**src/design/stm_geom_pkg.sv**
```systemverilog
// Shared table geometry
`default_nettype none

package stm_geom_pkg;

    localparam int CHUNKS  = 4;                  // Chunk memories side by side
    localparam int ROWS    = 64;                 // Rows in each chunk
    localparam int ENTRY_W = 32;                 // Bits per entry
    localparam int ENTRIES = CHUNKS * ROWS;      // Whole table, 256 entries

    localparam int ADDR_W  = $clog2(ENTRIES);
    localparam int ROW_W   = $clog2(ROWS);
    localparam int SEL_W   = $clog2(CHUNKS);

    typedef logic [ENTRY_W-1:0] entry_t;         // One table entry
    typedef logic [ADDR_W-1:0]  tbl_addr_t;      // Entry address, chunk in low bits
    typedef logic [ROW_W-1:0]   row_t;           // Row inside one chunk
    typedef logic [SEL_W-1:0]   chunk_sel_t;     // Chunk index

    // Four consecutive entries, element 0 is the addressed one
    typedef entry_t [CHUNKS-1:0] line_t;

endpackage

`default_nettype wire
```
**src/design/stm_bus_pkg.sv**
```systemverilog
// Lookup, APB and table operation buses
`default_nettype none

package stm_bus_pkg;

    import stm_geom_pkg::*;

    localparam int APB_ADDR_W = 10;             // Byte address, entry in bits 9:2

    typedef enum logic [1:0] {
        SRC_CLIENT0 = 2'd0,
        SRC_CLIENT1 = 2'd1,
        SRC_APB     = 2'd2
    } src_t;

    typedef struct packed {
        logic      valid;
        tbl_addr_t addr;                         // First entry of the line
    } lookup_req_t;

    typedef struct packed {
        logic  valid;
        line_t line;
    } lookup_rsp_t;

    typedef struct packed {
        logic                  psel;
        logic                  penable;
        logic                  pwrite;
        logic [APB_ADDR_W-1:0] paddr;
        entry_t                pwdata;
    } apb_req_t;

    typedef struct packed {
        logic   pready;
        entry_t prdata;
    } apb_rsp_t;

    typedef struct packed {
        logic      rd;                           // Line read
        logic      wr;                           // Single entry write
        tbl_addr_t addr;
        entry_t    wdata;
        src_t      src;
    } tbl_op_t;

    typedef struct packed {
        logic       valid;
        line_t      data;                        // Raw words, indexed by chunk
        chunk_sel_t start;                       // Chunk holding the addressed entry
        src_t       src;
    } tbl_rd_t;

endpackage

`default_nettype wire

```
**src/design/stm_apb_port.sv**
```systemverilog
// APB configuration port
`default_nettype none

module stm_apb_port
    import stm_geom_pkg::*;
    import stm_bus_pkg::*;
(
    input  wire logic     cclk,
    input  wire logic     q_reset,
    input  wire apb_req_t i_apb,
    output apb_rsp_t      o_apb,
    output tbl_op_t       o_op,
    input  wire logic     i_grant,
    input  wire entry_t   i_rdata,
    input  wire logic     i_rdone
);

    typedef enum logic [1:0] {
        ST_IDLE,
        ST_REQ,                                  // Operation offered to the arbiter
        ST_WAIT_RD,                              // Read granted, data on its way
        ST_DONE                                  // pready high for one cycle
    } apb_state_e;

    apb_state_e q_state;
    apb_state_e nxt_state;
    entry_t     q_prdata;

    always_comb begin
        nxt_state = q_state;
        case (q_state)
            ST_IDLE: begin
                if (i_apb.psel & ~i_apb.penable) begin
                    nxt_state = ST_REQ;
                end
            end
            ST_REQ: begin
                if (i_grant) begin
                    nxt_state = i_apb.pwrite ? ST_DONE : ST_WAIT_RD;
                end
            end
            ST_WAIT_RD: begin
                if (i_rdone) begin
                    nxt_state = ST_DONE;
                end
            end
            default: nxt_state = ST_IDLE;        // Access phase ends with pready
        endcase
    end

    always_ff @(posedge cclk) begin
        if (q_reset) begin
            q_state <= ST_IDLE;
        end else begin
            q_state <= nxt_state;
        end
    end

    always_ff @(posedge cclk) begin
        if (i_rdone && q_state == ST_WAIT_RD) begin
            q_prdata <= i_rdata;
        end
    end

    // Master holds paddr and pwdata stable until pready
    always_comb begin
        o_op.rd    = (q_state == ST_REQ) & ~i_apb.pwrite;
        o_op.wr    = (q_state == ST_REQ) & i_apb.pwrite;
        o_op.addr  = i_apb.paddr[APB_ADDR_W-1:2];      // Word address of the entry
        o_op.wdata = i_apb.pwdata;
        o_op.src   = SRC_APB;
    end

    assign o_apb.pready = (q_state == ST_DONE);
    assign o_apb.prdata = q_prdata;

endmodule

`default_nettype wire

```
**config.mk**
```make
export PLATFORM = sky130hd
export DESIGN_NAME = stm_apb_port
export DESIGN_NICKNAME = d
export VERILOG_FILES = /design/src/design/stm_geom_pkg.sv /design/src/design/stm_bus_pkg.sv /design/src/design/stm_apb_port.sv
export SDC_FILE = /design/constraint.sdc
export NUM_CORES = 1
export LEC_CHECK = 0
export CAP_MARGIN = 5
export CORE_AREA = 5 5 77 61
export DETAILED_ROUTE_END_ITERATION = 10
export DIE_AREA = 0 0 82 66
export DONT_BUFFER_PORTS = 1
export PLACE_DENSITY = 0.5
export SLEW_MARGIN = 20
export SYNTH_ARGS = -nofsm -noshare
export SYNTH_HDL_FRONTEND = slang
export SYNTH_SLANG_ARGS = --single-unit
```
**constraint.sdc**
```tcl
create_clock -name cclk -period 2 [get_ports cclk]
set_input_delay 0 -clock cclk [delete_from_list [all_inputs] [get_ports cclk]]
set_output_delay 0 -clock cclk [all_outputs]
set_load 0.01 [all_outputs]
```
==> results of run 1 <==
[where the power goes]
group          internal, mW  switching, mW
Sequential            0.882         0.0701
Clock                 0.499          0.241
Combinational         0.111          0.111
Total                  1.49          0.422
[kinds of logic after synthesis]
family                   after synthesis  synth area share
AO/OA/AOI/OAI                          2           0.01178
adder cells (fa/ha/maj)                4           0.03364
buffers and inverters                 46            0.2220
flip-flops                            34            0.6728
multiplexers                           2           0.01346
other                                  2          0.005048
AND/OR/NAND/NOR                        8           0.04122
[registers in the layout (all words and copies together), names as in the netlist]
name	count
q_state	2
q_prdata	32
[cell usage after synthesis]
master    number
edfxtp_1      32
nand2b_4       1
and2_1         1
inv_1          4
nand2b_1       1
dfxtp_1        2
o31ai_1        1
ha_1           4
mux2i_1        2
nor2b_1        1
and2_2         1
conb_1         2
nor2_1         1
or2b_2         2
a222oi_1       1
buf_4         42
[through the flow]
step / cell area (µm²) / std cells / power, mW / util
after detailed placement: 1249 / 112 / 1.141 / 0.3199
final: 1717 / 153 / 1.915 / 0.4397
after CTS: 1717 / 153 / 1.950 / 0.4397
after global placement: 1249 / 112 / 1.134 / 0.3199
after floorplan: 1488 / 98 / 1.177 / -
after global routing: 1717 / 153 / 2.008 / 0.4397
[per-layer routing]
| layer | routed length, µm | GRT usage | vias up |
|---|---|---|---|
| met1 | 866 | 0.07560 | 287 |
| li1 | - | - | 284 |
| met5 | 0 | 0 | - |
| met2 | 1546 | 0.1865 | 72 |
| met3 | 533 | 0.08038 | 26 |
| met4 | 168 | 0.09544 | 0 |
[cells in the final DEF (no fill, tap or decap)]
master         Yosys  final
inv_1              4      4
buf_4             42      1
a222oi_1           1      1
and2_1             1      1
nor2b_1            1      1
and2_2             1      1
nor2_1             1      1
ha_1               4      4
dlygate4sd3_1      0     33
conb_1             2      2
mux2i_1            2      2
clkbuf_8           0      5
nand2b_4           1      1
bufinv_16          0      2
dfxtp_1            2      2
edfxtp_1          32     32
or2b_2             2      2
o31ai_1            1      1
nand2b_1           1      1
clkinv_4           0      1
[cell type report]
class | count | area (µm²)
clock buffers | 5 | 68.82
clock inverters | 3 | 68.82
fillers | 361 | 2187
inverters | 4 | 15.01
multi-input cells | 18 | 156.4
flip-flops and latches | 34 | 1001
well taps | 55 | 68.82
repair buffers | 34 | 337.8
[worst max path at each step]
stage / cells past startpoint / endpoint / start
after global routing: 4 / q_state[0] / q_state[0]
after CTS: 4 / q_state[1] / q_state[0]
after floorplan: 3 / q_prdata[0] / q_state[0]
after global placement: 4 / q_state[1] / q_state[0]
after detailed placement: 4 / q_state[1] / q_state[0]
final: 4 / q_state[1] / q_state[0]
==> run summary, run 1 <==
total CTS buffers: 5
Cells after Synth: 98
CTS H-tree depth: 2
port bufs: 0
Post-Route WL: 3115 µm
Syn Nets: 183
final period utilization: 0.7496
Pleak: 0.6090 nW
Die Wd: 82 µm
CTS Root Buffer Type: clkbuf_8
CTS tree: done
gp weighted congestion: 0.8834
largest area contributor in the netlist: edfxtp_1
Crit path largest cell delay: 0.52 ns
largest net degree at the start of global routing: 33
Worst EP arrival: 1.72 ns
initial antenna violation count: 0
total number of vias: 669
max-slew violations: 0
Setup Buffers After CTS: 0
Hold Path Origin: i_apb[19]
mean routed wirelength per cell: 20.36 µm
Crit Path Max Fanout: 4
flop2flop setup slack: 0.50 ns
later-pin clock latency in the skew report: 0.28 ns
Reg-to-Reg End: q_state[1]
first-pass GRT wire length: 4105 µm
Final TNS setup: 0 ns
FP Rows: 20
cts hold-fix bufs: 33
Slew @ Worst Pin: 0.5307 ns
Sink Count: 34
Hold/Removal Path Class: input port to primary output
Ys Warns: 0
mean post-synth cell area: 15.18 µm²
post-synth top area share: 0.6459
min Tclk post-route: 1.499 ns
Critical Path RT: 2.22 ns
Worst setup SP type: flop
vias in the first global route: 723
Hold WS: 0.000003922 ns
FF-to-FF Start: q_state[0]
Yosys reg bits: 34
initial drt markers: 35
register area share after synthesis: 0.6728
Post-CTS Resized: 0
antenna cells: 0
max-cap check violation count: 0
# DRC: 0
die area: 0.005412 mm²
CORE AREA: 0.003904 mm²
PD cells: 1115 mW/mm²
Worst Skew: 0.004835 ns
Routed Antenna Nets: 0
Nets: 182
Mapped Area: 0.001488 mm²
Final HPWL DP: 2293 µm
Via-to-Cell Ratio: 4.373
CP Cell Sequence: inv_1 > ha_1 > a222oi_1 > mux2i_1
Final WS setup: 0.5007 ns
VDD IR-drop max: 0.3927 mV
Fin. Hold Viols: 0
Yosys cell types: 16
reg2reg path depth: 4
Final setup viols: 0
Tot GR Track Use: 0.1092
Initial DRT Pass Iterations: 4
gr ovfl total: 0
clk slew on worst S/H paths: 0.07 ns
DIE HEIGHT: 66 µm
ratio of cells with drive above 1 in the final layout: 0.1327
# IOs: 158
clock buffer depth: 2
CP endpoint kind: flop
Initial Utilization: 0.3811
hold path depth: 0
fmax: 667.0 MHz
Hold EP: o_op[21]
delay-heaviest family, CP: compound AO/OA/AOI/OAI gates
Setup CP Type: flop to flop
synth top area cells: edfxtp_1 (65%), buf_4 (21%), ha_1 (3.4%)
Syn-to-layout area delta: 15.39%
Worst Path Buf+Inv: 1
pre-CTS WS: 0.5250 ns
crit path max-delay cell type: a222oi_1
Slew Limit Headroom: 0.6462
status: finished, final reports clean
RSZ-0062 raised after global routing: no
(Power assumes the default switching activity.)
==> run 2, diff against run 1 <==
==> constraint.sdc (replaced) <==
create_clock -name cclk -period 1.5 [get_ports cclk]
set_input_delay 0 -clock cclk [delete_from_list [all_inputs] [get_ports cclk]]
set_output_delay 0 -clock cclk [all_outputs]
set_load 0.01 [all_outputs]
==> run summary, run 2 (same netlist as run 1, synthesis figures left out) <==
Crit path largest cell delay: 0.35 ns
vias in the first global route: 693
flop2flop setup slack: 0.14 ns
min Tclk post-route: 1.360 ns
Final TNS setup: 0 ns
biggest regs: q_prdata (32), q_state (2)
Fin. Hold Viols: 0
Final HPWL DP: 2319 µm
later-pin clock latency in the skew report: 0.27 ns
Initial Utilization: 0.3811
Nets: 184
Worst Skew: 0.007662 ns
mean routed wirelength per cell: 19.65 µm
Final Instance Area: 0.001714 mm²
reg2reg path depth: 5
# DRC: 0
# IOs: 158
Final setup viols: 0
Hold/Removal Path Class: input port to primary output
CTS H-tree depth: 2
Initial DRT Pass Iterations: 4
FF-to-FF Start: q_state[0]
die area: 0.005412 mm²
fmax: 735.1 MHz
gp weighted congestion: 0.6715
CORE AREA: 0.003904 mm²
ratio of cells with drive above 1 in the final layout: 0.1616
Hold Path Origin: i_apb[2]
max reg flops: 32
Hold WS: 0.000002824 ns
antenna cells: 0
Pleak: 0.6047 nW
Sink Count: 34
Most flops, register: q_prdata
CP endpoint kind: flop
PD cells: 1398 mW/mm²
Hold EP: o_op[4]
Post-Route WL: 3026 µm
Via-to-Cell Ratio: 4.435
FP Rows: 20
port bufs: 0
Routed Antenna Nets: 0
Tot GR Track Use: 0.1072
VDD IR-drop max: 0.5835 mV
Setup CP Type: flop to flop
CP Cell Sequence: inv_1 > ha_2 > a222oi_1 > buf_4 > mux2i_1
status: finished, final reports clean
Worst EP arrival: 1.56 ns
pre-CTS WS: -0.05937 ns
Final WS setup: 0.1396 ns
Syn-to-layout area delta: 15.22%
initial antenna violation count: 0
delay-heaviest family, CP: flip-flops
DIE HEIGHT: 66 µm
Reg-to-Reg End: q_state[0]
clk slew on worst S/H paths: 0.06 ns
Worst Path Buf+Inv: 2
first-pass GRT wire length: 4002 µm
final period utilization: 0.9070
number of cells after detailed placement: 112
area post-placement: 0.001262 mm²
Critical Path RT: 1.70 ns
hold path depth: 0
final cell count without fillers: 154
total CTS buffers: 5
CTS tree: done
initial drt markers: 11
total number of vias: 683
clock buffer depth: 2
Die Wd: 82 µm
commonest cells after routing, fill and taps aside: dlygate4sd3_1 (33), edfxtp_1 (32), clkbuf_8 (5), inv_1 (4), ha_1 (3)
max-slew violations: 0
RSZ-0062 raised after global routing: no
most common cell after layout, fill and taps aside: dlygate4sd3_1
max-cap check violation count: 0
largest net degree at the start of global routing: 33
crit path max-delay cell type: dfxtp_2
Crit Path Max Fanout: 4
CTS Root Buffer Type: clkbuf_8
gr ovfl total: 0
Worst setup SP type: flop
==> run 2: cell types whose count changed in the layout (fill, tap and decap cells not counted) <==
cell       change
ha_2           +1
ha_1           -1
bufinv_16      -1
clkinv_4       -1
and2_1         -1
dfxtp_1        -1
and2_2         +1
buf_4          +1
dfxtp_2        +1
clkinv_1       +1
buf_12         +1
==> run 2: worst max-delay path by stage <==
stage          depth (start not counted)        from  slack [ns]     endpoint
3_5_place_dp                           4  q_state[0]       -0.06   q_state[1]
4_1_cts                                5  q_state[0]        0.05   q_state[0]
6_report                               5  q_state[0]        0.14   q_state[0]
2_1_floorplan                          3  q_state[0]        0.08  q_prdata[0]
3_3_place_gp                           4  q_state[0]        0.09   q_state[1]
5_1_grt                                5  q_state[1]        0.02   q_state[1]
==> run 2: layout make-up <==
cell class	count	area [µm²]
multi-input cells	18	160.2
well taps	55	68.82
clock inverters	2	33.78
fillers	357	2190
flip-flops and latches	34	1002
inverters	4	15.01
clock buffers	5	68.82
repair buffers	36	365.4
==> run 2: routing by layer <==
metal | vias up | track usage | share of wire
met1 | 299 | 0.08512 | 0.32
li1 | 285 | - | -
met4 | 0 | 0.07676 | 0.034
met5 | - | 0 | 0
met2 | 82 | 0.1694 | 0.46
met3 | 17 | 0.09128 | 0.19
==> run 2: what timing repair did <==
| action | CTS | global route |
|---|---|---|
| hold buffers | 33 | 0 |
| setup endpoints to repair | 2 | 2 |
| pin swaps | 1 | 1 |
| setup buffers | 1 | 1 |
| hold endpoints to repair | 34 | 0 |
| cloned | 0 | 0 |
| gates resized for setup | 0 | 2 |
==> run 2: through the flow <==
stage / total power, mW / utilization
final: 2.397 / 0.4391
after global placement: 1.522 / 0.3234
after detailed placement: 1.541 / 0.3234
after global routing: 2.543 / 0.4391
after CTS: 2.421 / 0.4362
after floorplan: 1.569 / -
==> run 2: worst reg2reg max path, delay by kind of cell (launching register included) <==
family | cells | cell delay, ns
flops | 1 | 0.35
compound gates | 1 | 0.31
buf+inv | 2 | 0.26
fa+ha+maj | 1 | 0.20
mux | 1 | 0.17
==> run 2: power breakdown <==
part	internal, mW	switching, mW	total (mW)
logic	0.192	0.163	0.355
clock network	0.480	0.294	0.773
registers	1.18	0.0906	1.27
total	1.85	0.548	2.40
