`src/design/stm_geom_pkg.sv`:
```
// Shared table geometry
`default_nettype none

package stm_geom_pkg;

    localparam int CHUNKS  = 4;                  // Chunk memories side by side
    localparam int ROWS    = 64;                 // Rows in each chunk
    localparam int ENTRY_W = 32;                 // Bits per entry
    localparam int ENTRIES = CHUNKS * ROWS;      // Whole table, 256 entries

    localparam int ADDR_W  = $clog2(ENTRIES);
    localparam int ROW_W   = $clog2(ROWS);
    localparam int SEL_W   = $clog2(CHUNKS);

    typedef logic [ENTRY_W-1:0] entry_t;         // One table entry
    typedef logic [ADDR_W-1:0]  tbl_addr_t;      // Entry address, chunk in low bits
    typedef logic [ROW_W-1:0]   row_t;           // Row inside one chunk
    typedef logic [SEL_W-1:0]   chunk_sel_t;     // Chunk index

    // Four consecutive entries, element 0 is the addressed one
    typedef entry_t [CHUNKS-1:0] line_t;

endpackage

`default_nettype wire
```
`src/design/stm_bus_pkg.sv`:
```
// Lookup, APB and table operation buses
`default_nettype none

package stm_bus_pkg;

    import stm_geom_pkg::*;

    localparam int APB_ADDR_W = 10;             // Byte address, entry in bits 9:2

    typedef enum logic [1:0] {
        SRC_CLIENT0 = 2'd0,
        SRC_CLIENT1 = 2'd1,
        SRC_APB     = 2'd2
    } src_t;

    typedef struct packed {
        logic      valid;
        tbl_addr_t addr;                         // First entry of the line
    } lookup_req_t;

    typedef struct packed {
        logic  valid;
        line_t line;
    } lookup_rsp_t;

    typedef struct packed {
        logic                  psel;
        logic                  penable;
        logic                  pwrite;
        logic [APB_ADDR_W-1:0] paddr;
        entry_t                pwdata;
    } apb_req_t;

    typedef struct packed {
        logic   pready;
        entry_t prdata;
    } apb_rsp_t;

    typedef struct packed {
        logic      rd;                           // Line read
        logic      wr;                           // Single entry write
        tbl_addr_t addr;
        entry_t    wdata;
        src_t      src;
    } tbl_op_t;

    typedef struct packed {
        logic       valid;
        line_t      data;                        // Raw words, indexed by chunk
        chunk_sel_t start;                       // Chunk holding the addressed entry
        src_t       src;
    } tbl_rd_t;

endpackage

`default_nettype wire

```
`src/design/stm_line_align.sv`:
```
// Line rotation and return routing
`default_nettype none

module stm_line_align
    import stm_geom_pkg::*;
    import stm_bus_pkg::*;
(
    input  wire logic    cclk,
    input  wire logic    q_reset,
    input  wire tbl_rd_t i_rd,
    output lookup_rsp_t  o_lookup_rsp0,
    output lookup_rsp_t  o_lookup_rsp1,
    output entry_t       o_apb_rdata,
    output logic         o_apb_rdone
);

    line_t rot_line;                             // Addressed entry first
    logic  hit0;
    logic  hit1;
    logic  hit_apb;

    // Line entry k sits in chunk start + k, wrapping over the four chunks
    always_comb begin
        for (int k = 0; k < CHUNKS; k++) begin
            rot_line[k] = i_rd.data[chunk_sel_t'(i_rd.start + chunk_sel_t'(k))];
        end
    end

    assign hit0    = i_rd.valid & (i_rd.src == SRC_CLIENT0);
    assign hit1    = i_rd.valid & (i_rd.src == SRC_CLIENT1);
    assign hit_apb = i_rd.valid & (i_rd.src == SRC_APB);

    always_ff @(posedge cclk) begin
        if (q_reset) begin
            o_lookup_rsp0.valid <= 1'b0;
            o_lookup_rsp1.valid <= 1'b0;
            o_apb_rdone         <= 1'b0;
        end else begin
            o_lookup_rsp0.valid <= hit0;         // One cycle pulse per read
            o_lookup_rsp1.valid <= hit1;
            o_apb_rdone         <= hit_apb;
        end
    end

    always_ff @(posedge cclk) begin
        if (hit0) begin
            o_lookup_rsp0.line <= rot_line;
        end
        if (hit1) begin
            o_lookup_rsp1.line <= rot_line;
        end
        if (hit_apb) begin
            o_apb_rdata <= rot_line[0];          // APB wants the single entry
        end
    end

endmodule

`default_nettype wire

```
`config.mk`:
```
export PLATFORM = sky130hd
export DESIGN_NAME = stm_line_align
export DESIGN_NICKNAME = d
export VERILOG_FILES = /design/src/design/stm_geom_pkg.sv /design/src/design/stm_bus_pkg.sv /design/src/design/stm_line_align.sv
export SDC_FILE = /design/constraint.sdc
export NUM_CORES = 1
export LEC_CHECK = 0
export ABC_AREA = 0
export BUFFER_PORTS_ARGS = -buffer_cell sky130_fd_sc_hd__clkbuf_2
export CORE_ASPECT_RATIO = 0.7
export CORE_MARGIN = 5
export CORE_UTILIZATION = 50
export CTS_CLUSTER_DIAMETER = 200
export DETAILED_ROUTE_END_ITERATION = 6
export PLACE_DENSITY = 0.8
export SETUP_SLACK_MARGIN = 0.02
export SYNTH_ARGS = -nofsm -noshare
export SYNTH_HDL_FRONTEND = slang
export SYNTH_SLANG_ARGS = --single-unit
```
`constraint.sdc`:
```
create_clock -name cclk -period 17.2 [get_ports cclk]
set_input_delay 3.44 -clock cclk [delete_from_list [all_inputs] [get_ports cclk]]
set_output_delay 3.44 -clock cclk [all_outputs]
set_load 0.02 [all_outputs]
```
==> PnR_summary.wiki, run 1 <==
{| class="wikitable"
! Metric !! Value
|-
| TritonCTS Buffers || 27
|-
| Max_cap viols || 0
|-
| Cell count after synthesis || 453
|-
| CP Cell Sequence || clkbuf_2 -> and3b_4 -> buf_4 -> buf_4
|-
| Max stage delay cell, worst path || sky130_fd_sc_hd__buf_4
|-
| Wire length of the first global-routing pass || 45500 µm
|-
| Worst path setup slack after routing || 11.84 ns
|-
| Pwr Density || 109 nW/µm²
|-
| Layout cells sized above 1 || 66.3%
|-
| Area of the core || 23600 µm²
|-
| Synthesized netlist net count || 588
|-
| Min cycle time layout || 5.36 ns
|-
| Worst supply voltage drop on vdd || 0.0688 mV
|-
| Pleak || 5.73 nW
|-
| Count of cell types in the netlist || 10
|-
| Routability congestion estimate || 0.825
|-
| Clock transition at path regs || 0.06 ns
|-
| CP Capture Type || flip-flop
|-
| # fillers || 1601
|-
| Max incr delay on CP || 0.81 ns
|-
| Total count of max-transition violations in the final report || 0
|-
| Multi-input logic area || 2950 µm²
|-
| CTS tree || built
|-
| Type of the tightest min-delay check || in -> reg
|-
| Unrepaired setup endpoints after global routing || false
|-
| Drt wl/cell || 24.6 µm
|-
| DRC violation total after the first TritonRoute iteration || 445
|-
| Buffer levels on the longest clock path || 3
|-
| Die height || 139 µm
|-
| Maximum clock frequency || 0.187 GHz
|-
| Final nets || 1020
|-
| Floorplan die area || 27100 µm²
|-
| Antenna Violating Nets Remaining || 0
|-
| Chip width || 195 µm
|-
| Global route overflow || 0
|-
| IO Port Bufs || 425
|-
| Final number of hold-violating endpoints || 0
|-
| Run status || finished, final reports clean
|-
| Vias per std cell || 5.69
|-
| DRT Wirelength || 30100 µm
|-
| Final sum of negative setup slack || 0 ns
|-
| Synthesized area || 11900 µm²
|-
| Pin count of the biggest net entering global routing || 72
|-
| Syn. warnings || 0
|-
| Transition time at the pin with the least slew margin || 1.08 ns
|-
| Minimum setup slack after placement || 11.27 ns
|-
| Worst Path Buf+Inv || 3
|-
| Most common cell type on the critical path || sky130_fd_sc_hd__buf_4
|-
| Cts-stage hold buffer count || 0
|-
| Number of core rows || 47
|-
| Master cell of the clock root buffer || sky130_fd_sc_hd__clkbuf_16
|-
| Post-CTS setup-driven buffer insertion count || 0
|-
| TritonRoute pass-1 iters || 5
|-
| Worst-path maximum fanout || 67
|-
| Final Cycle Share || 31.1%
|-
| Sequential cell area fraction in the yosys report || 73.0%
|-
| Seq cells post-synth || 291
|-
| Slew Limit Headroom || 27.8%
|-
| Startpoint Class || input port
|-
| Data required time at the worst endpoint || 17.34 ns
|-
| Mean area per synthesized cell || 26.3 µm²
|-
| Post-cts sizing count || 0
|-
| Number of I/O pins || 426
|-
| Total setup violations reported at the end of the flow || 0
|-
| Post-DP HPWL || 21700 µm
|-
| DRC violation count after routing || 0
|-
| Top cell family by delay on the critical path || buffers and inverters
|-
| H-tree lvl count || 1
|-
| Area of all sequential standard cells || 8710 µm²
|-
| Vias in the first global route || 7181
|-
| Starting density of the core || 50.6%
|-
| GRT Total Usage || 21.7%
|-
| Arrival time worst endpoint || 5.49 ns
|-
| Worst setup path category || in -> reg
|-
| Number of vias after detailed routing || 6966
|-
| Number of clock sinks || 291
|-
| Initial antenna violation count || 1
|-
| Post-synthesis to final-layout area growth || 26.8%
|}
cell usage in the layout, fill, tap and decap left out:
master,Yosys,final
sky130_fd_sc_hd__and3b_2,0,1
sky130_fd_sc_hd__and3b_4,0,1
sky130_fd_sc_hd__buf_4,6,6
sky130_fd_sc_hd__buf_6,20,2
sky130_fd_sc_hd__bufinv_16,0,4
sky130_fd_sc_hd__clkbuf_1,0,7
sky130_fd_sc_hd__clkbuf_16,0,27
sky130_fd_sc_hd__clkbuf_2,0,423
sky130_fd_sc_hd__clkinv_1,0,4
sky130_fd_sc_hd__clkinv_2,0,5
sky130_fd_sc_hd__clkinv_4,0,1
sky130_fd_sc_hd__clkinvlp_4,0,1
sky130_fd_sc_hd__dfxtp_1,3,3
sky130_fd_sc_hd__diode_2,0,1
sky130_fd_sc_hd__edfxtp_1,288,288
sky130_fd_sc_hd__mux4_2,128,128
sky130_fd_sc_hd__nor3b_2,0,1
sky130_fd_sc_hd__nor4b_1,1,1
sky130_fd_sc_hd__nor4bb_1,2,2
final cells by class:
type	count	share of cell area [%]
Sequential cell	291	57.6
Multi-Input combinational cell	134	19.5
Timing Repair Buffer	431	14.5
Clock buffer	34	4.64
Tap cell	318	2.63
Clock inverter	15	1.17
Antenna cell	1	0.0166
final timing paths:
check / startpoint / endpoint / slack, ns / cells past startpoint
max: i_rd[1] / o_lookup_rsp1[29]$_DFFE_PP_ / 11.84 / 4
min: q_reset / o_apb_rdone$_SDFF_PP0_ / 3.13 / 2
kinds of logic after synthesis:
group         share of synthesized area [%]
flops                                  73.0
buf+inv                                2.35
mux                                    24.2
simple gates                          0.451
sequential cells by signal, indices dropped and copies added (netlist names):
register and count:
o_apb_rdata 32, o_lookup_rsp1 129, o_apb_rdone 1, o_lookup_rsp0 129
synth_stat cells:
cell type | instances | area share [%]
sky130_fd_sc_hd__buf_4 | 6 | 0.38
sky130_fd_sc_hd__mux4_2 | 128 | 24
sky130_fd_sc_hd__edfxtp_1 | 288 | 73
sky130_fd_sc_hd__dfxtp_1 | 3 | 0.50
sky130_fd_sc_hd__buf_6 | 20 | 1.9
sky130_fd_sc_hd__nor4bb_1 | 2 | 0.17
sky130_fd_sc_hd__and3b_1 | 2 | 0.15
sky130_fd_sc_hd__nor3b_1 | 1 | 0.063
sky130_fd_sc_hd__buf_2 | 2 | 0.084
sky130_fd_sc_hd__nor4b_1 | 1 | 0.073
report_power, final:
group	switching, mW	total [mW]	internal, mW
registers	0.0112	0.844	0.833
logic	0.126	0.208	0.0824
clock network	0.242	0.591	0.349
total	0.379	1.64	1.26
metal layers:
| metal | track usage, % | vias up | share of wire (%) |
|---|---|---|---|
| li1 | - | 2916 | - |
| met1 | 28.6 | 3583 | 37 |
| met2 | 35.9 | 415 | 50 |
| met3 | 7.39 | 50 | 11 |
| met4 | 4.77 | 2 | 2.4 |
| met5 | 0 | - | 0.043 |
stage by stage:
step	util (%)	area [µm²]	power [mW]	instances	hold slack, ns
floorplan	-	11900	0.992	453	3.52
global placement	60.4	14200	1.06	1174	3.65
detailed placement	60.4	14200	1.07	1174	3.66
CTS	64.1	15100	1.66	1223	3.11
global route	64.1	15100	1.71	1223	3.11
finish	64.1	15100	1.64	1224	3.13
Note: power is estimated with default switching activity, not from simulation.
==> run 2: changes to the inputs <==
clock period = 5.33 ns   (was 17.2 ns; I/O delays follow)
==> run 2 against run 1 <==
Net effect:
- core utilization is 0.66 points higher
- sequential power grew to 3.2 times the previous value
- final area increased by 1.0%
- non-clock buffer count shrank 1
- worst setup slack lost 9.1 ns
- critical path type unchanged
- critical endpoint is now o_lookup_rsp0[1]$_DFFE_PP_
==> PnR_summary.wiki, run 2 (synthesis results as in run 1) <==
{| class="wikitable"
! Metric !! Value
|-
| Post-route insts no fill || 1222
|-
| DRC violation count after routing || 0
|-
| Switching power as a share of total power || 22.6%
|-
| Final Cycle Share || 47.7%
|-
| TritonCTS Buffers || 28
|-
| DRT Wirelength || 29500 µm
|-
| DRC violation total after the first TritonRoute iteration || 478
|-
| Part of the power in combinational logic || 12.1%
|-
| Slew Limit Headroom || 29.7%
|-
| Vias in the first global route || 7133
|-
| Internal power component || 4.28 mW
|-
| Post-DP HPWL || 20600 µm
|-
| CTS tree || built
|-
| Type of the tightest min-delay check || in -> reg
|-
| Number of core rows || 47
|-
| Pleak || 5.80 nW
|-
| Number of clock sinks || 291
|-
| Run status || finished, final reports clean
|-
| Wire length of the first global-routing pass || 44400 µm
|-
| Worst-path maximum fanout || 81
|-
| Initial antenna violation count || 0
|-
| Post-synthesis to final-layout area growth || 28.1%
|-
| Post-CTS setup-driven buffer insertion count || 0
|-
| Master cell of the clock root buffer || sky130_fd_sc_hd__clkbuf_16
|-
| Data required time at the worst endpoint || 5.58 ns
|-
| Number of vias after detailed routing || 7020
|-
| Total count of max-transition violations in the final report || 0
|-
| Leading cell type in the layout, fill and taps excluded || sky130_fd_sc_hd__clkbuf_2
|-
| Floorplan die area || 27100 µm²
|-
| Switching Power || 1.25 mW
|-
| Arrival time worst endpoint || 2.80 ns
|-
| Registers with the most flip-flops || o_lookup_rsp0: 129 flops, o_lookup_rsp1: 129 flops, o_apb_rdata: 32 flops
|-
| Global route overflow || 0
|-
| Commonest cells after routing, fill and taps aside || sky130_fd_sc_hd__clkbuf_2, sky130_fd_sc_hd__edfxtp_1, sky130_fd_sc_hd__mux4_2
|-
| Final number of hold-violating endpoints || 0
|-
| Maximum clock frequency || 0.393 GHz
|-
| Final sum of negative setup slack || 0 ns
|-
| Worst path setup slack after routing || 2.79 ns
|-
| Routability congestion estimate || 0.818
|-
| TritonRoute pass-1 iters || 4
|-
| Number of I/O pins || 426
|-
| Pin count of the biggest net entering global routing || 129
|-
| Min cycle time layout || 2.54 ns
|-
| IO Port Bufs || 425
|-
| Total setup violations reported at the end of the flow || 0
|-
| Startpoint Class || input port
|-
| Transition time at the pin with the least slew margin || 1.06 ns
|-
| Max_cap viols || 0
|-
| Pwr Density || 362 nW/µm²
|-
| Worst setup path category || in -> reg
|-
| Reg power frac || 49.3%
|-
| Die height || 139 µm
|-
| Antenna Violating Nets Remaining || 0
|-
| Layout cells sized above 1 || 66.6%
|-
| GRT Total Usage || 21.1%
|-
| Chip width || 195 µm
|-
| Clock power frac || 38.5%
|-
| Vias per std cell || 5.74
|-
| H-tree lvl count || 1
|-
| Drt wl/cell || 24.1 µm
|-
| Area of the core || 23600 µm²
|-
| Clock transition at path regs || 0.07 ns
|-
| Final nets || 1020
|-
| Final hold slack || 0.736 ns
|-
| ANT cells || 0
|-
| Starting density of the core || 50.6%
|-
| Worst supply voltage drop on vdd || 0.285 mV
|-
| Post-cts sizing count || 0
|-
| Minimum setup slack after placement || 2.24 ns
|-
| Placed Instances || 1173
|-
| Buffer levels on the longest clock path || 3
|-
| CP Capture Type || flip-flop
|-
| Cts-stage hold buffer count || 0
|-
| Unrepaired setup endpoints after global routing || false
|}
## run 2: changes by cell type in the layout (fill, tap and decap cells not counted), moves of 2 or more
cell / delta
sky130_fd_sc_hd__buf_12: +3
sky130_fd_sc_hd__buf_4: -4
sky130_fd_sc_hd__bufinv_16: +2
sky130_fd_sc_hd__clkbuf_1: -3
sky130_fd_sc_hd__clkbuf_16: +2
sky130_fd_sc_hd__clkbuf_8: +3
sky130_fd_sc_hd__clkinv_2: -4
sky130_fd_sc_hd__inv_6: +2
## run 2: stage by stage
step                      area [µm²]  total power [mW]  utilization, %
final                          15300              5.53            64.8
after global routing           15300              5.72            64.8
after CTS                      15300              5.58            64.8
after detailed placement       14300              3.45            60.5
after global placement         14300              3.43            60.5
after floorplan                11900              3.20               -
## run 2: worst max-delay path: stages
cell                     delay, ns
sky130_fd_sc_hd__buf_6        0.60
sky130_fd_sc_hd__buf_12       0.37
sky130_fd_sc_hd__mux4_2       0.58
## run 2: path summary, 6_finish.rpt
kind	cells after the start	startpoint	slack [ns]	endpoint
min	2	q_reset	0.74	o_lookup_rsp0[128]$_SDFF_PP0_
max	3	i_rd[3]	2.79	o_lookup_rsp0[1]$_DFFE_PP_
## run 2: power by group through the flow
stage          combinational (mW)  clock (mW)  sequential (mW)
3_5_place_dp                0.674           0             2.77
2_1_floorplan               0.265           0             2.93
6_report                    0.671        2.13             2.73
3_3_place_gp                0.659           0             2.77
4_1_cts                     0.676        2.18             2.73
5_1_grt                     0.712        2.27             2.74
## run 2: cell type report
| cell class | instances | area [µm²] |
|---|---|---|
| Tap cell | 318 | 398 |
| Sequential cell | 291 | 8710 |
| Clock buffer | 36 | 782 |
| Multi-Input combinational cell | 134 | 2950 |
| Clock inverter | 13 | 218 |
| Timing Repair Buffer | 430 | 2210 |
| Fill cell | 1590 | 8310 |
## run 2: metal layers
layer | vias to the layer above | track usage (%) | wire length [µm]
met3 | 51 | 6.55 | 3390
met5 | - | 0 | 0
met1 | 3607 | 27.5 | 10500
met4 | 0 | 5.18 | 735
met2 | 440 | 35.5 | 14900
li1 | 2922 | - | -
