## src/design/stm_geom_pkg.sv

```systemverilog
// Shared table geometry
`default_nettype none

package stm_geom_pkg;

    localparam int CHUNKS  = 4;                  // Chunk memories side by side
    localparam int ROWS    = 64;                 // Rows in each chunk
    localparam int ENTRY_W = 32;                 // Bits per entry
    localparam int ENTRIES = CHUNKS * ROWS;      // Whole table, 256 entries

    localparam int ADDR_W  = $clog2(ENTRIES);
    localparam int ROW_W   = $clog2(ROWS);
    localparam int SEL_W   = $clog2(CHUNKS);

    typedef logic [ENTRY_W-1:0] entry_t;         // One table entry
    typedef logic [ADDR_W-1:0]  tbl_addr_t;      // Entry address, chunk in low bits
    typedef logic [ROW_W-1:0]   row_t;           // Row inside one chunk
    typedef logic [SEL_W-1:0]   chunk_sel_t;     // Chunk index

    // Four consecutive entries, element 0 is the addressed one
    typedef entry_t [CHUNKS-1:0] line_t;

endpackage

`default_nettype wire
```

## src/design/stm_bus_pkg.sv

```systemverilog
// Lookup, APB and table operation buses
`default_nettype none

package stm_bus_pkg;

    import stm_geom_pkg::*;

    localparam int APB_ADDR_W = 10;             // Byte address, entry in bits 9:2

    typedef enum logic [1:0] {
        SRC_CLIENT0 = 2'd0,
        SRC_CLIENT1 = 2'd1,
        SRC_APB     = 2'd2
    } src_t;

    typedef struct packed {
        logic      valid;
        tbl_addr_t addr;                         // First entry of the line
    } lookup_req_t;

    typedef struct packed {
        logic  valid;
        line_t line;
    } lookup_rsp_t;

    typedef struct packed {
        logic                  psel;
        logic                  penable;
        logic                  pwrite;
        logic [APB_ADDR_W-1:0] paddr;
        entry_t                pwdata;
    } apb_req_t;

    typedef struct packed {
        logic   pready;
        entry_t prdata;
    } apb_rsp_t;

    typedef struct packed {
        logic      rd;                           // Line read
        logic      wr;                           // Single entry write
        tbl_addr_t addr;
        entry_t    wdata;
        src_t      src;
    } tbl_op_t;

    typedef struct packed {
        logic       valid;
        line_t      data;                        // Raw words, indexed by chunk
        chunk_sel_t start;                       // Chunk holding the addressed entry
        src_t       src;
    } tbl_rd_t;

endpackage

`default_nettype wire

```

## src/design/stm_arbiter.sv

```systemverilog
// Table operation arbiter
`default_nettype none

module stm_arbiter
    import stm_bus_pkg::*;
(
    input  wire logic        cclk,
    input  wire logic        q_reset,
    input  wire lookup_req_t i_lookup0,
    input  wire lookup_req_t i_lookup1,
    output logic             o_lookup_ready0,
    output logic             o_lookup_ready1,
    input  wire tbl_op_t     i_apb_op,
    output logic             o_apb_grant,
    output tbl_op_t          o_op
);

    logic apb_req;                               // APB port holds an operation
    logic want0;
    logic want1;
    logic gnt0;
    logic gnt1;
    logic q_rr_ptr;                              // Low favors client 0

    always_comb begin
        apb_req = i_apb_op.rd | i_apb_op.wr;
        want0   = i_lookup0.valid & ~apb_req;    // Clients only compete without APB
        want1   = i_lookup1.valid & ~apb_req;
        gnt0    = want0 & (~want1 | ~q_rr_ptr);
        gnt1    = want1 & (~want0 | q_rr_ptr);
    end

    // Pointer moves on only when both clients were asking
    always_ff @(posedge cclk) begin
        if (q_reset) begin
            q_rr_ptr <= 1'b0;
        end else if (want0 & want1) begin
            q_rr_ptr <= ~q_rr_ptr;
        end
    end

    always_comb begin
        o_op = '0;
        if (apb_req) begin
            o_op     = i_apb_op;
            o_op.src = SRC_APB;
        end else if (gnt0) begin
            o_op.rd   = 1'b1;
            o_op.addr = i_lookup0.addr;
            o_op.src  = SRC_CLIENT0;
        end else if (gnt1) begin
            o_op.rd   = 1'b1;
            o_op.addr = i_lookup1.addr;
            o_op.src  = SRC_CLIENT1;
        end
    end

    assign o_apb_grant     = apb_req;        // APB always wins its cycle
    assign o_lookup_ready0 = gnt0;
    assign o_lookup_ready1 = gnt1;

endmodule

`default_nettype wire

```

## config.mk

```make
export PLATFORM = sky130hd
export DESIGN_NAME = stm_arbiter
export DESIGN_NICKNAME = d
export VERILOG_FILES = /design/src/design/stm_geom_pkg.sv /design/src/design/stm_bus_pkg.sv /design/src/design/stm_arbiter.sv
export SDC_FILE = /design/constraint.sdc
export NUM_CORES = 1
export LEC_CHECK = 0
export CAP_MARGIN = 20
export CORE_AREA = 5 5 42 44
export DETAILED_ROUTE_END_ITERATION = 7
export DIE_AREA = 0 0 47 49
export DONT_BUFFER_PORTS = 1
export PLACE_DENSITY = 0.59
export SETUP_SLACK_MARGIN = 0.2
export SLEW_MARGIN = 0
export SYNTH_ARGS = -nofsm -noshare
export SYNTH_HDL_FRONTEND = slang
export SYNTH_SLANG_ARGS = --single-unit
```

## constraint.sdc

```tcl
create_clock -name cclk -period 3 [get_ports cclk]
set_clock_uncertainty 0.2 [all_clocks]
set_input_delay 0.15 -clock cclk [delete_from_list [all_inputs] [get_ports cclk]]
set_output_delay 0.15 -clock cclk [all_outputs]
set_load 0.01 [all_outputs]
```

==> flow_summary.toml, run 1 <==
[setup_path]
path_cells = "nor2_2, inv_2, or3_1, a21oi_1"
crit_path_start_kind = "primary input"
critPathMaxStageDelay_ns = 0.50
end_kind = "flip-flop"
cp.arrival_ns = 1.60
cpMaxStageDelayCell = "nor2_2"
path_class = "primary input to flip-flop"
cp_max_fo = 36
worstPathRequired_ns = 2.73

[place]
place_hpwl_um = 1710
dpl_worst_slack_ns = 1.09
globalplace.congestion = 0.642
portBuffers = 0
dp_cells = 86

[global_routing]
antenna_found_initial = 0
grtUsageTotal_pct = 13.6
grt_overflow = 0
grt_pass1_vias = 544
grt_pass1_wl_um = 2480
grt_max_degree = 37

[cells_and_area]
multi_input_area_um2 = 414
reg.largest.list = "q_rr_ptr x1"
layout_commonest_cell = "and2_1"
antenna_cells = 0
seqCellArea_um2 = 20.0
final_cells = 86
syn_to_final_growth_pct = -4.94
layout_common_cells = "33 x and2_1, 9 x nor2_1, 9 x a21oi_1"
top_register = "q_rr_ptr"
nNetsFinal = 136
largest_reg_flops = 1
fin_util_pct = 32.7
fillers = 150
drive_gt1_share_pct = 4.29

[status]
status = "finished, final reports clean"

[floorplan]
core_um2 = 1400
die_w_um = 47
die_h_um = 49
dieArea_um2 = 2300
rows = 14
start_util_pct = 34.4
ioPinCount = 111

[drt]
drt_iter0_markers = 3
dr_total_vias = 539
wl_per_cell_um = 21.9
viasPerCell = 6.27
wl_um = 1880
dr.pass1.iters = 3
drc = 0
drtAntennaViolNets = 0

[cts]
ctsHoldBuffers = 0
clkTransAtPathRegs_ns = 0
post_cts_buffers = 0
insertion_delay_ns = 0
cts_resized = 0

[yosys]
synth_warnings = 0
ys_seq_elements = 1
synth_seq_area_share_pct = 4.16
synthesis.nets = 143
synth_area_um2 = 482
synthCells = 79
yosysUniqueCellTypes = 17
avgSynthCellArea_um2 = 6.10

[sta]
hold_viol = 0
slew_headroom_pct = 56.6
tns_ns = 0
rsz0062_at_grt = "false"
min_period_ns = 1.87
whs_ns = 0.0221
finalMaxSlewViolations = 0
finalSetupViolCount = 0
clock.fmax_ghz = 0.535
worst_pin_slew_ns = 0.651
fin_ws_ns = 1.13
min_period_over_period_pct = 62.3

[pwr]
ir_drop_uv = 74.2
p_comb_share_pct = 84.5
swShare_pct = 57.9
p_clk_share_pct = 0
power.density_nw_per_um2 = 203
p_seq_share_pct = 15.5
intPower_uw = 39.2
p_switching_uw = 53.9
power.leakage_uw = 0.000161

[run]
max_cap_viol_count = 0

[worst_hold_path]
hp-class = "primary input to flip-flop"
[worst max-delay path, delay by kind of cell]
family                 cells  cell delay [ns]
AO/OA/AOI/OAI              1             0.14
buffers and inverters      1             0.37
AND/OR/NAND/NOR            2             0.94
[final timing paths]
check,slack (ns),endpoint,startpoint,cells past startpoint
setup / recovery,1.13,q_rr_ptr,i_apb_op[42],4
hold / removal,0.02,q_rr_ptr,q_reset,1
setup reg to reg,1.91,q_rr_ptr,q_rr_ptr,2
hold reg to reg,0.29,q_rr_ptr,q_rr_ptr,2
[metrics by stage]
| stage | power (uW) | area (um^2) |
|---|---|---|
| floorplan | 89.8 | 482 |
| global placement | 93.8 | 458 |
| detailed placement | 94.3 | 458 |
| CTS | 94.7 | 458 |
| global route | 101 | 458 |
| finish | 93.1 | 458 |
[cells in the mapped netlist (all sizes together)]
library cell	count	area (um^2)
inv	1	3.75
o21ai	1	5.00
nand2	1	3.75
and2	33	206
buf	4	25.0
dfxtp	1	20.0
nand2b	1	6.26
a21oi	9	45.0
nor2	10	40.0
and3	2	12.5
o21bai	1	7.51
a21boi	1	11.3
or3	1	6.26
clkbuf	5	18.8
a32oi	8	70.1
[logic make-up (layout without fill, tap and decap cells)]
family | Yosys count | in the layout | synth area share [%]
compound gates | 20 | 20 | 28.8
buf+inv | 10 | 1 | 9.87
flops | 1 | 1 | 4.16
simple gates | 48 | 48 | 57.1
[final cells by class]
| type | instances | share of cell area (%) |
|---|---|---|
| multi-input combinational | 68 | 90.4 |
| sequential | 1 | 4.37 |
| tap | 16 | 4.37 |
| inverter | 1 | 0.820 |
[metal layers]
metal | vias up | global-route usage, % | routed length [um]
li1 | 250 | - | -
met1 | 224 | 14.8 | 586
met2 | 63 | 24.9 | 878
met3 | 2 | 4.80 | 393
met4 | 0 | 1.38 | 24
met5 | - | 0 | 0
[power groups by stage]
stage	clock network [uW]	logic (uW)	registers, uW
4_1_cts	0	80.3	14.4
3_5_place_dp	0	79.9	14.4
2_1_floorplan	0	75.4	14.4
6_report	0	78.6	14.4
5_1_grt	0	85.9	14.6
3_3_place_gp	0	79.4	14.4
Note: power is estimated with default switching activity, not from simulation.
==> run 2, diff against run 1 <==
ABC_AREA = 1   (was default)
PLACE_DENSITY = 0.69   (was 0.59)
clock period = 1.7 ns   (was 3 ns; I/O delays follow)
==> run 2 against run 1 <==
Against the previous run: sequential cell count did not move; die area did not move; register-to-register slack got worse by 1.3 ns; sequential share of layout area fell by 0.94 points; largest cell class unchanged.
==> flow_summary.toml, run 2 <==
[status]
status = "finished, final reports clean"

[yosys]
avgSynthCellArea_um2 = 4.58
synth.area.mux_share_pct = 0
synth_edf_count = 0
ys_top_cells_by_area = "inv_1 24%, nor2_1 22%, nand4_1 17%"
ys_seq_elements = 1
synth_top_family_by_area = "simple AND/OR/NAND/NOR gates"
synth_top_area_cell = "inv_1"
synthSimpleGateAreaFrac_pct = 60.9
synth.top_cells.by_count = "36 x inv_1, 34 x nor2_1, 16 x nand4_1, 14 x nand2_1, 10 x nand3_1"
synth_top_area_share_pct = 23.6
yosysUniqueCellTypes = 14
synth_warnings = 0
yosysMostFrequentCell = "inv_1"
synth_xor_area_share_pct = 0
synthesis.nets = 189
synth_compound_area_share_pct = 1.75
synth_area_um2 = 573
synthAdderAreaFrac_pct = 0
ys.flop_type = "dfxtp_1"
synthCells = 125
synth_seq_area_share_pct = 3.49
async_flop_share_pct = 0

[setup_path]
rrSetupSlack_ns = 0.56
cp.arrival_ns = 0.89
reg2reg_depth = 5
crit_path_start_kind = "flip-flop"
worstPathRequired_ns = 1.41
r2r_end = "q_rr_ptr"
rr_startpoint = "q_rr_ptr"
end_kind = "output pin"
path_class = "flip-flop to output pin"
cp_max_fo = 9
endpoint = "o_lookup_ready0"
crit_start = "q_rr_ptr"

[cells_and_area]
drive_gt1_share_pct = 4.17
fillers = 140
antenna_cells = 0
layout_commonest_cell = "inv_1"
reg.largest.list = "q_rr_ptr x1"
layout_common_cells = "36 x inv_1, 34 x nor2_1, 16 x nand4_1"
syn_to_final_growth_pct = 1.75
top_register = "q_rr_ptr"
stdcell_area_um2 = 583
largest_reg_flops = 1
fin_util_pct = 41.6
nNetsFinal = 186

[sta]
worst_pin_slew_ns = 0.309
tns_ns = 0
finalSetupViolCount = 0
hold_viol = 0
min_period_ns = 1.18
slew_headroom_pct = 79.4
fin_ws_ns = 0.521
rsz0062_at_grt = "false"
clock.fmax_ghz = 0.848
finalMaxSlewViolations = 0
min_period_over_period_pct = 69.4

[global_routing]
grt_pass1_vias = 614
grt_use_met2_pct = 27.1
grt_overflow = 0
use_met1_pct = 16.7
antenna_found_initial = 0
busiest_layer = "met2"
grt_pass1_wl_um = 2640
use_met3_pct = 2.21
grt_max_degree = 54
grtUsageTotal_pct = 14.4

[place]
placed_area_um2 = 573
place_hpwl_um = 1620
globalplace.congestion = 0.637
dpl_worst_slack_ns = 0.542
portBuffers = 0

[floorplan]
dieArea_um2 = 2300
die_h_um = 49
ioPinCount = 111
rows = 14
start_util_pct = 40.9
core_um2 = 1400
die_w_um = 47

[cts]
post_cts_buffers = 0
insertion_delay_ns = 0
clkTransAtPathRegs_ns = 0

[worst_hold_path]
hp-class = "primary input to flip-flop"
worstHoldStart = "q_reset"

[drt]
drc = 0
drtAntennaViolNets = 0
dr.pass1.iters = 4
wl_per_cell_um = 14.7
viasPerCell = 5.46
dr_total_vias = 742
drt_iter0_markers = 17
wl_um = 2000

[pwr]
power.total_uw = 177
ir_drop_uv = 192
power.leakage_uw = 0.000377
power.density_nw_per_um2 = 304

[run]
max_cap_viol_count = 0
[run 2: cell count changes in the layout (fill, tap and decap cells not counted), sizes merged, moves of 8 or more]
cell,previous run,this run
a32oi,8,0
inv,1,37
and2,33,0
nand4,0,16
nor2,10,35
nand2,1,14
nand3,0,10
[run 2: worst min path at each step]
stage | endpoint | slack [ns] | cells after the start
finish | q_rr_ptr | 0.04 | 3
global route | o_op[25] | 0.07 | 2
CTS | q_rr_ptr | 0.05 | 3
detailed placement | o_op[42] | -0.03 | 0
global placement | o_op[42] | -0.03 | 0
floorplan | q_rr_ptr | 0.03 | 3
[run 2: logic make-up (layout without fill, tap and decap cells)]
logic type,count (synthesis),count (layout)
AO/OA/AOI/OAI,2,2
AND/OR/NAND/NOR,76,76
buffers and inverters,46,41
flip-flops,1,1
[run 2: layout make-up]
| class | instances | area, um^2 | share of cell area, % |
|---|---|---|---|
| inverters | 37 | 139 | 23.8 |
| multi-input cells | 78 | 359 | 61.6 |
| flip-flops and latches | 1 | 20.0 | 3.43 |
| well taps | 16 | 20.0 | 3.43 |
| repair buffers | 4 | 45.0 | 7.73 |
[run 2: power by group]
part	switching [uW]	internal [uW]
clock	0	0
sequential	0.445	24.8
combinational	108	43.3
total	109	68.1
[run 2: critical path, cell delays in order (launching register included)]
cell     delay [ns]
dfxtp_1        0.29
nand2_1        0.24
inv_1          0.10
nor2_1         0.26
[run 2: metal layers]
layer  vias up  wire, um  share of wire [%]
li1        365         -                  -
met1       311       657                 33
met2        66      1000                 50
met3         0       340                 17
met4         0         0                  0
met5         -         0                  0
[run 2: what timing repair did]
action	CTS	global route
hold buffers	1	0
hold endpoints to repair	1	0
gates resized for setup	0	0
[run 2: through the flow]
step | hold slack [ns] | instances
6_report | 0.0444 | 136
5_1_grt | 0.0679 | 136
4_1_cts | 0.0472 | 136
3_5_place_dp | -0.0296 | 135
3_3_place_gp | -0.0296 | 135
2_1_floorplan | 0.0324 | 125
==> run 3, diff against run 2 <==
PLACE_DENSITY = 0.67   (was 0.69)
clock period = 1.2 ns   (was 1.7 ns; I/O delays follow)
==> run 3 against run 2 <==
Against the previous run: sequential cell count is the same; sequential power rose by 45%; combinational power rose by 70%; highest routed layer unchanged; critical endpoint is now o_op[40]; cell count is 3.7% higher; sequential share of layout area fell by 0.50 points; largest cell class unchanged; utilization is 10 points higher; largest power group unchanged; first-iteration DRC count grew 5.9%; total power grew 67%; cell area rose by 24%; critical path depth rose by 1.
==> flow_summary.toml, run 3 (synthesized netlist as in run 2, its figures left out) <==
[sta]
worst_pin_slew_ns = 0.258
fin_ws_ns = 0.217
rsz0062_at_grt = "true"
min_period_ns = 0.983
whs_ns = 0.00701
min_period_over_period_pct = 81.9
clock.fmax_ghz = 1.02
slew_headroom_pct = 82.8
hold_viol = 0
finalMaxSlewViolations = 0
tns_ns = 0
finalSetupViolCount = 0

[setup_path]
cp_max_fo = 8
worstPathRequired_ns = 0.94
cpMaxStageDelayCell = "dfxtp_2"
critPathMaxStageDelay_ns = 0.33
crit_path_start_kind = "flip-flop"
reg2reg_depth = 5
r2r_end = "q_rr_ptr"
cp.arrival_ns = 0.72
path_class = "flip-flop to output pin"
end_kind = "output pin"
path_cells = "inv_2, nand2_4, nand4_1, nand3_2"
rrSetupSlack_ns = 0.23
rr_startpoint = "q_rr_ptr"

[worst_hold_path]
hold_path_end = "o_lookup_ready1"
hp-class = "primary input to output pin"
worstHoldStart = "i_lookup0[8]"
hold_depth = 1

[pwr]
swShare_pct = 56.6
ir_drop_uv = 320
intPower_uw = 128
p_seq_share_pct = 12.5
power.total_uw = 295
power.leakage_uw = 0.000459
p_comb_share_pct = 87.5
power.density_nw_per_um2 = 408
p_switching_uw = 167
p_clk_share_pct = 0

[cells_and_area]
nNetsFinal = 191
layout_commonest_cell = "inv_1"
reg.largest.list = "q_rr_ptr x1"
drive_gt1_share_pct = 17.6
syn_to_final_growth_pct = 26.4
largest_reg_flops = 1
top_register = "q_rr_ptr"
antenna_cells = 0
final_cells = 141
layout_common_cells = "35 x inv_1, 34 x nor2_1, 16 x nand4_1"

[drt]
drc = 0
wl_per_cell_um = 15.1
dr.pass1.iters = 4
drt_iter0_markers = 18
viasPerCell = 5.51
wl_um = 2130
dr_total_vias = 777
drtAntennaViolNets = 0

[place]
portBuffers = 0
dp_cells = 136
place_hpwl_um = 1670
globalplace.congestion = 0.664
dpl_worst_slack_ns = 0.0942

[global_routing]
grt_pass1_wl_um = 2390
grt_max_degree = 32
grt_pass1_vias = 551
grt_overflow = 0
antenna_found_initial = 0
grtUsageTotal_pct = 12.6

[status]
status = "finished, final reports clean"

[floorplan]
ioPinCount = 111
die_h_um = 49
core_um2 = 1400
dieArea_um2 = 2300
die_w_um = 47
start_util_pct = 40.9
rows = 14

[cts]
clkTransAtPathRegs_ns = 0
insertion_delay_ns = 0

[run]
max_cap_viol_count = 0
## run 3: timing repair
item,in CTS,in global routing
endpoints found under the hold margin,1,0
hold buffers,1,0
cloned,0,2
setup endpoints to repair,10,39
setup buffers,0,2
resized for setup,6,8
pin swaps,0,4
## run 3: power by group through the flow
stage                     combinational (uW)  sequential, uW  clock [uW]
after CTS                                222            36.9           0
after global placement                   211            35.7           0
after global routing                     284            36.9           0
after floorplan                          196            35.6           0
final                                    259            36.8           0
after detailed placement                 215            35.8           0
## run 3: how the worst max path moves through the flow
stage          slack [ns]        to    startpoint  cells after the start
3_5_place_dp         0.09  q_rr_ptr      q_rr_ptr                      5
3_3_place_gp         0.11  q_rr_ptr      q_rr_ptr                      5
2_1_floorplan        0.20  q_rr_ptr      q_rr_ptr                      5
4_1_cts              0.22  q_rr_ptr      q_rr_ptr                      5
5_1_grt              0.17  q_rr_ptr  i_apb_op[43]                      7
6_report             0.22  o_op[40]      q_rr_ptr                      4
## run 3: worst max-delay path, delay by kind of cell (launching register included)
family,cells,cell delay (ns)
buffers and inverters,1,0.07
flip-flops,1,0.33
AND/OR/NAND/NOR,3,0.32
## run 3: cell type report
class,count,area [um^2]
fill,139,677
multi-input combinational,78,414
inverter,37,139
timing repair buffer,9,130
sequential,1,21.3
tap,16,20.0
## run 3: through the flow
step                instance area, um^2  util (%)
floorplan                           573         -
global placement                    581      41.4
detailed placement                  581      41.4
CTS                                 607      43.3
global route                        724      51.7
finish                              724      51.7
## run 3: metal layers
layer | vias to the layer above | global-route usage, % | wire [um]
met4 | 0 | 0 | 0
met5 | - | 0 | 0
met2 | 66 | 25.8 | 1100
li1 | 376 | - | -
met1 | 335 | 12.8 | 713
met3 | 0 | 2.58 | 310
